--- src/hw/dp_pkg.sv ---
package dp_pkg;

    localparam int data_width = 32;
    localparam int reg_addr_width = 4;

    typedef logic [data_width-1:0] word_t;
    typedef logic [reg_addr_width-1:0] reg_addr_t;
    typedef logic [4:0] shamt_t;

    // data-processing opcodes kept by the core
    typedef enum logic [3:0] {
        op_and = 4'b0000,
        op_eor = 4'b0001,
        op_sub = 4'b0010,
        op_add = 4'b0100,
        op_orr = 4'b1100,
        op_mov = 4'b1101,
        op_bic = 4'b1110
    } opcode_t;

    typedef enum logic [1:0] {
        sh_lsl = 2'b00,
        sh_lsr = 2'b01,
        sh_asr = 2'b10,
        sh_ror = 2'b11
    } shift_t;

    // operand 2, read as a 12-bit immediate when the I bit is set
    typedef union packed {
        logic [11:0] imm;
        struct packed {
            shamt_t    shamt;
            shift_t    shift;
            logic      reserved;
            reg_addr_t rm;
        } rsh;
    } operand2_u;

    typedef struct packed {
        logic [3:0] cond;
        logic [1:0] op;
        logic       i;
        opcode_t    opcode;
        logic       s;
        reg_addr_t  rn;
        reg_addr_t  rd;
        operand2_u  op2;
    } instr_t;

endpackage

--- src/hw/instr_queue.sv ---
`timescale 1ns/1ns

module instr_queue import dp_pkg::*; #(
    parameter int QUEUE_DEPTH = 4
) (
    input  logic   clk,
    input  logic   reset,
    input  logic   instr_valid,
    input  instr_t instr,
    input  logic   q_pop,
    output logic   q_valid,
    output instr_t q_instr,
    output logic   instr_credit
);
    localparam int ptr_width = (QUEUE_DEPTH > 1) ? $clog2(QUEUE_DEPTH) : 1;
    localparam int count_width = $clog2(QUEUE_DEPTH + 1);

    instr_t buffer [QUEUE_DEPTH];
    logic [ptr_width-1:0] wr_ptr;
    logic [ptr_width-1:0] rd_ptr;
    logic [count_width-1:0] count;
    logic push;

    // wrap at the depth, which need not be a power of two
    function automatic logic [ptr_width-1:0] next_ptr(input logic [ptr_width-1:0] ptr);
        if (ptr == ptr_width'(QUEUE_DEPTH - 1)) begin
            return '0;
        end
        return ptr + 1'b1;
    endfunction

    // sender only writes while holding a credit, so full never sees a push
    assign push = instr_valid && (count != count_width'(QUEUE_DEPTH));
    assign q_valid = (count != '0);
    assign q_instr = buffer[rd_ptr];

    always_ff @(posedge clk) begin
        if (push) begin
            buffer[wr_ptr] <= instr;
        end
    end

    always_ff @(posedge clk or posedge reset) begin
        if (reset) begin
            wr_ptr <= '0;
            rd_ptr <= '0;
            count <= '0;
            instr_credit <= 1'b0;
        end else begin
            if (push) begin
                wr_ptr <= next_ptr(wr_ptr);
            end
            if (q_pop) begin
                rd_ptr <= next_ptr(rd_ptr);
            end
            count <= count + count_width'(push) - count_width'(q_pop);
            // one credit back per slot freed
            instr_credit <= q_pop;
        end
    end

endmodule

--- src/hw/reg_file.sv ---
`timescale 1ns/1ns

module reg_file import dp_pkg::*; (
    input  logic      clk,
    input  logic      reset,
    input  reg_addr_t ra1,
    input  reg_addr_t ra2,
    input  logic      we,
    input  reg_addr_t wa,
    input  word_t     wd,
    output word_t     rd1,
    output word_t     rd2
);
    localparam int num_regs = 1 << reg_addr_width;

    word_t regs [num_regs];

    // r0..r15 are all general purpose here, no pc alias
    assign rd1 = regs[ra1];
    assign rd2 = regs[ra2];

    always_ff @(posedge clk or posedge reset) begin
        if (reset) begin
            for (int i = 0; i < num_regs; i++) begin
                regs[i] <= '0;
            end
        end else if (we) begin
            regs[wa] <= wd;
        end
    end

endmodule

--- src/hw/issue_stage.sv ---
`timescale 1ns/1ns

module issue_stage import dp_pkg::*; #(
    parameter int RESULT_CREDITS = 2
) (
    input  logic      clk,
    input  logic      reset,
    input  logic      q_valid,
    input  instr_t    q_instr,
    input  logic      res_credit,
    input  word_t     ex_result,
    input  logic      we,
    input  reg_addr_t wa,
    input  word_t     wd,
    output logic      q_pop,
    output logic      ex_valid,
    output reg_addr_t ex_rd,
    output logic      ex_write,
    output logic      ex_use_shift,
    output opcode_t   ex_opcode,
    output shift_t    ex_shift,
    output shamt_t    ex_shamt,
    output word_t     ex_rn_value,
    output word_t     ex_opb_value,
    output word_t     ex_rm_value
);
    localparam int credit_width = $clog2(RESULT_CREDITS + 1);

    logic [credit_width-1:0] credit_count;
    word_t rd1;
    word_t rd2;
    word_t rn_value;
    word_t rm_value;
    logic fwd_rn;
    logic fwd_rm;
    logic supported;

    reg_file u_regs (
        .clk(clk), .reset(reset),
        .ra1(q_instr.rn), .ra2(q_instr.op2.rsh.rm),
        .we(we), .wa(wa), .wd(wd),
        .rd1(rd1), .rd2(rd2)
    );

    ////////////////////////////////////////////////////////////////////////////
    // operand read and forwarding

    // only the execute register can hold a pending write, older ones are in the file
    assign fwd_rn = ex_valid && ex_write && (ex_rd == q_instr.rn);
    assign fwd_rm = ex_valid && ex_write && (ex_rd == q_instr.op2.rsh.rm);
    assign rn_value = fwd_rn ? ex_result : rd1;
    assign rm_value = fwd_rm ? ex_result : rd2;

    always_comb begin
        case (q_instr.opcode)
            op_and, op_eor, op_sub, op_add, op_orr, op_mov, op_bic: supported = 1'b1;
            default: supported = 1'b0;
        endcase
    end

    ////////////////////////////////////////////////////////////////////////////
    // result credits and issue

    assign q_pop = q_valid && (credit_count != '0);

    always_ff @(posedge clk or posedge reset) begin
        if (reset) begin
            credit_count <= credit_width'(RESULT_CREDITS);
        end else begin
            credit_count <= credit_count + credit_width'(res_credit) - credit_width'(q_pop);
        end
    end

    always_ff @(posedge clk or posedge reset) begin
        if (reset) begin
            ex_valid <= 1'b0;
            ex_write <= 1'b0;
            ex_use_shift <= 1'b0;
        end else begin
            ex_valid <= q_pop;
            if (q_pop) begin
                ex_write <= supported && (q_instr.op == 2'b00);
                // shifter only feeds mov in register form
                ex_use_shift <= !q_instr.i && (q_instr.opcode == op_mov);
            end
        end
    end

    always_ff @(posedge clk) begin
        if (q_pop) begin
            ex_rd <= q_instr.rd;
            ex_opcode <= q_instr.opcode;
            ex_shift <= q_instr.op2.rsh.shift;
            ex_shamt <= q_instr.op2.rsh.shamt;
            ex_rn_value <= rn_value;
            ex_rm_value <= rm_value;
            // zero-extended 12-bit immediate
            ex_opb_value <= q_instr.i ? word_t'(q_instr.op2.imm) : rm_value;
        end
    end

endmodule

--- src/hw/barrel_shifter.sv ---
`timescale 1ns/1ns

module barrel_shifter import dp_pkg::*; (
    input  word_t  ex_rm_value,
    input  shift_t ex_shift,
    input  shamt_t ex_shamt,
    output word_t  shift_result
);
    logic [2*data_width-1:0] doubled;
    logic [2*data_width-1:0] rotated;

    // rotate as a right shift of the word placed twice
    assign doubled = {ex_rm_value, ex_rm_value};
    assign rotated = doubled >> ex_shamt;

    // amount 0 leaves rm unchanged for every shift type
    always_comb begin
        case (ex_shift)
            sh_lsl: shift_result = ex_rm_value << ex_shamt;
            sh_lsr: shift_result = ex_rm_value >> ex_shamt;
            sh_asr: shift_result = word_t'($signed(ex_rm_value) >>> ex_shamt);
            default: shift_result = rotated[data_width-1:0];
        endcase
    end

endmodule

--- src/hw/alu.sv ---
`timescale 1ns/1ns

module alu import dp_pkg::*; (
    input  opcode_t ex_opcode,
    input  word_t   ex_rn_value,
    input  word_t   ex_opb_value,
    output word_t   alu_result
);

    always_comb begin
        case (ex_opcode)
            op_and: alu_result = ex_rn_value & ex_opb_value;
            op_eor: alu_result = ex_rn_value ^ ex_opb_value;
            op_sub: alu_result = ex_rn_value - ex_opb_value;
            op_add: alu_result = ex_rn_value + ex_opb_value;
            op_orr: alu_result = ex_rn_value | ex_opb_value;
            // mov ignores rn
            op_mov: alu_result = ex_opb_value;
            op_bic: alu_result = ex_rn_value & ~ex_opb_value;
            // unsupported opcodes report zero
            default: alu_result = '0;
        endcase
    end

endmodule

--- src/hw/result_stage.sv ---
`timescale 1ns/1ns

module result_stage import dp_pkg::*; (
    input  logic      clk,
    input  logic      reset,
    input  logic      ex_valid,
    input  reg_addr_t ex_rd,
    input  logic      ex_write,
    input  logic      ex_use_shift,
    input  word_t     shift_result,
    input  word_t     alu_result,
    output word_t     ex_result,
    output logic      we,
    output reg_addr_t wa,
    output word_t     wd,
    output logic      res_valid,
    output word_t     res_data,
    output reg_addr_t res_rd
);

    assign ex_result = ex_use_shift ? shift_result : alu_result;

    // register file write lands on the same edge as the result register
    assign we = ex_valid && ex_write;
    assign wa = ex_rd;
    assign wd = ex_result;

    always_ff @(posedge clk or posedge reset) begin
        if (reset) begin
            res_valid <= 1'b0;
        end else begin
            res_valid <= ex_valid;
        end
    end

    // unsupported ops still emit a result, just without the write
    always_ff @(posedge clk) begin
        if (ex_valid) begin
            res_data <= ex_result;
            res_rd <= ex_rd;
        end
    end

endmodule

--- src/hw/dp_core.sv ---
`timescale 1ns/1ns

module dp_core import dp_pkg::*; #(
    parameter int QUEUE_DEPTH = 4,
    parameter int RESULT_CREDITS = 2
) (
    input  logic      clk,
    input  logic      reset,
    input  logic      instr_valid,
    input  instr_t    instr,
    input  logic      res_credit,
    output logic      instr_credit,
    output logic      res_valid,
    output word_t     res_data,
    output reg_addr_t res_rd
);
    // queue to issue
    logic q_valid;
    instr_t q_instr;
    logic q_pop;

    // execute register
    logic ex_valid;
    reg_addr_t ex_rd;
    logic ex_write;
    logic ex_use_shift;
    opcode_t ex_opcode;
    shift_t ex_shift;
    shamt_t ex_shamt;
    word_t ex_rn_value;
    word_t ex_opb_value;
    word_t ex_rm_value;

    // execute results and write-back
    word_t shift_result;
    word_t alu_result;
    word_t ex_result;
    logic rf_we;
    reg_addr_t rf_wa;
    word_t rf_wd;

    ////////////////////////////////////////////////////////////////////////////
    // front end

    instr_queue #(.QUEUE_DEPTH(QUEUE_DEPTH)) u_queue (
        .clk, .reset, .instr_valid, .instr, .q_pop,
        .q_valid, .q_instr, .instr_credit
    );

    issue_stage #(.RESULT_CREDITS(RESULT_CREDITS)) u_issue (
        .clk, .reset, .q_valid, .q_instr, .res_credit, .ex_result,
        .we(rf_we), .wa(rf_wa), .wd(rf_wd),
        .q_pop, .ex_valid, .ex_rd, .ex_write, .ex_use_shift,
        .ex_opcode, .ex_shift, .ex_shamt,
        .ex_rn_value, .ex_opb_value, .ex_rm_value
    );

    ////////////////////////////////////////////////////////////////////////////
    // execute and write-back

    barrel_shifter u_shifter (
        .ex_rm_value, .ex_shift, .ex_shamt, .shift_result
    );

    alu u_alu (
        .ex_opcode, .ex_rn_value, .ex_opb_value, .alu_result
    );

    result_stage u_result (
        .clk, .reset, .ex_valid, .ex_rd, .ex_write, .ex_use_shift,
        .shift_result, .alu_result, .ex_result,
        .we(rf_we), .wa(rf_wa), .wd(rf_wd),
        .res_valid, .res_data, .res_rd
    );

endmodule

--- config.mk ---
export PLATFORM = sky130hd
export DESIGN_NAME = dp_core
export DESIGN_NICKNAME = d
export VERILOG_FILES = /design/src/hw/dp_pkg.sv /design/src/hw/instr_queue.sv /design/src/hw/reg_file.sv /design/src/hw/issue_stage.sv /design/src/hw/barrel_shifter.sv /design/src/hw/alu.sv /design/src/hw/result_stage.sv /design/src/hw/dp_core.sv
export SDC_FILE = /design/constraint.sdc
export NUM_CORES = 2
export LEC_CHECK = 0
export BUFFER_PORTS_ARGS = -buffer_cell sky130_fd_sc_hd__buf_2
export CAP_MARGIN = 15
export CORE_ASPECT_RATIO = 0.75
export CORE_MARGIN = 1
export CORE_UTILIZATION = 45
export CTS_CLUSTER_DIAMETER = 80
export DETAILED_ROUTE_END_ITERATION = 10
export PLACE_DENSITY = 0.67
export SYNTH_ARGS = -nofsm -noshare
export SYNTH_HDL_FRONTEND = slang
export SYNTH_HIERARCHICAL = 1
export SYNTH_SLANG_ARGS = --single-unit
export TNS_END_PERCENT = 1
--- constraint.sdc ---
create_clock -name clk -period 18.05 [get_ports clk]
set_input_delay 0.9025 -clock clk [delete_from_list [all_inputs] [get_ports clk]]
set_output_delay 0.9025 -clock clk [all_outputs]
set_load 0.005 [all_outputs]
==> results.toml <==
[drt]
postRouteAntennaNets = 0
drc = 0
num_vias = 32870
via_per_inst = 6.576
drt_wl_total_um = 144100
routedWlPerCell_um = 28.82
dr.pass1.iters = 10
first_iter_violations = 4223

[critical_path]
cp_max_fo = 20
crit_path_end = "u_issue/ex_rm_value[30]"
worstReg2RegEnd = "u_issue/ex_rm_value[30]"
cp-end-kind = "register"
arrival_ns = 6.02
critical_path_class = "register to register"
reg2reg_depth = 17
r2r_start = "u_issue/ex_opb_value[10]"
r2r_setup_slack_ns = 12.45
cp-start-kind = "register"
cp-startpoint = "u_issue/ex_opb_value[10]"
required_ns = 18.47

[clocking]
numCtsBuffers = 77
clk_latency_ns = 0.69
path_clk_slew_ns = 0.07
cts.sinks = 781
cts_hold_buf = 0
cts.path.max_buffers = 3
cts.repair.resized = 0
h-tree-depth = 3
cts-root-buf = "clkbuf_16"
tritoncts = "done"
cts_setup_buffers = 0

[sta]
setup_viol = 0
tns_ns = 0
finalCritPeriodShare = 0.3104
fin_skew_ns = 0.03821
drv_slew = 0
slew-limit-headroom = 0.1795
worst_slew_pin_slew_ns = 1.226
min_period_ns = 5.603
fmax_mhz = 178.5
rsz0062_at_grt = "false"
hold_viol_final = 0

[floorplan]
start_util = 0.4563
rows = 102
die-area_sq_um = 106400
fp.dieW_um = 376.3
coreArea_sq_um = 103600
die_y_um = 282.7
pin_count = 74

[place]
dp_hpwl_um = 90070
gp_congestion = 1.012
io_buffers = 68
placed_cell_area_sq_um = 48310

[flow_run]
cap_violations = 0

[power]
swShare = 0.4582
power.density_nw_per_um2 = 214.2
cellInternalPower_mw = 5.899
worst_ir_drop_vdd_uv = 115.3
p_sw_mw = 4.989
clkPwrFrac = 0.150
power_frac_seq = 0.293
leakagePower_nw = 21.41
pwr-share-comb = 0.557

[grt]
grt_pass1_vias = 32070
grt_pass1_wl_um = 215300
grt_max_degree = 172
track_usage = 0.2712
globalRouteOverflowTotal = 0
antenna_found_initial = 5

[finish]
design_area_sq_um = 50830
fillCellCount = 9073
drive_above_1_share = 0.3476
multi_input_area_sq_um = 24420
regArea_sq_um = 20830
synthToLayoutAreaGrowth_pct = 7.507
final_net_count = 3648

[synthesis]
netlist_area_sq_um = 47280
ys_warn_count = 6
synth_nets = 3763
syn-instance-count = 3646
postSynthAreaPerCell_sq_um = 12.97

[run_status]
status = "complete, no violations"

[worst_hold_path]
hp-class = "input pin to asynchronous set/reset pin"
==> power groups by stage <==
stage | clock network, mW | logic, mW | registers [mW]
6_report | 1.63 | 6.07 | 3.19
4_1_cts | 1.66 | 5.94 | 3.17
3_5_place_dp | 0 | 5.91 | 3.19
3_3_place_gp | 0 | 5.85 | 3.15
2_1_floorplan | 0 | 4.41 | 2.97
5_1_grt | 1.73 | 6.42 | 3.27
==> area by class of cell <==
type                       instances  share of cell area
timing repair buffer             141             0.01821
clock inverter                    30            0.005243
antenna                            2          0.00009846
multi-input combinational       2432              0.4805
inverter                          98            0.007433
sequential                       781              0.4097
tap                             1404             0.03456
clock buffer                     111             0.04428
==> layout by cell type (no fill, tap or decap), types with 70 or more instances in the layout <==
cell and n:
inv_1 92, mux2i_1 104, clkbuf_16 82, a21oi_1 127
buf_4 70, o21ai_0 110, edfxtp_1 255, mux4_2 294
a22oi_1 140, nor2_1 100, ha_1 79, mux2_2 546
dfrtp_1 522, nand2_1 195
==> worst min-delay path by stage <==
stage                          endpoint  cells after the start                     start  slack, ns
2_1_floorplan          u_issue/ex_write                      2          u_issue/ex_write       0.45
3_3_place_gp   u_issue/u_regs/regs[179]                      1  u_issue/u_regs/regs[179]       0.49
3_5_place_dp   u_issue/u_regs/regs[179]                      1  u_issue/u_regs/regs[179]       0.50
4_1_cts              u_result/res_valid                      2                     reset       0.11
5_1_grt              u_result/res_valid                      2                     reset       0.13
6_report             u_result/res_valid                      2                     reset       0.15
==> state kept, by name, summed over array words and instances (netlist names), 3 cells and up <==
name                  flops
u_issue/u_regs/regs     512
u_queue/buffer          108
u_issue/ex_opb_value     32
u_issue/ex_rm_value      32
u_issue/ex_rn_value      32
u_result/res_data        32
u_issue/ex_shamt          5
u_issue/ex_opcode         4
u_issue/ex_rd             4
u_result/res_rd           4
u_queue/count             3
==> through the flow <==
step	worst slack [ns]	utilization	std cells	hold slack (ns)	power [mW]
global placement	12.29	0.4662	4856	0.4852	9.006
CTS	12.25	0.4905	4997	0.1086	10.77
global route	11.92	0.4905	4997	0.1340	11.42
floorplan	2.848	-	3646	0.4524	7.388
finish	12.45	0.4905	4999	0.1487	10.89
detailed placement	12.27	0.4662	4856	0.4973	9.105
==> worst max-delay path, cell delays in order, from the launching register on <==
cell and delay [ns]:
edfxtp_1 0.43, or4_4 0.58, or4_4 0.45, or3_4 0.38
or2_4 0.31, o21ai_0 0.20, xnor2_1 0.15, ha_1 0.33
a21o_1 0.19, a21o_1 0.17, a21o_1 0.18, nor3_1 0.18
a21oi_1 0.14, a221oi_1 0.39, xor2_1 0.27, o21ai_0 0.10
mux2_2 0.46, mux2_1 0.42
==> metal layers <==
| layer | GRT usage | routed length (um) | up-vias |
|---|---|---|---|
| li1 | - | - | 13790 |
| met1 | 0.3972 | 62940 | 17150 |
| met2 | 0.3985 | 63100 | 1659 |
| met3 | 0.06485 | 13860 | 271 |
| met4 | 0.08057 | 4095 | 6 |
| met5 | 0.003594 | 78 | - |
(Power assumes the default switching activity.)
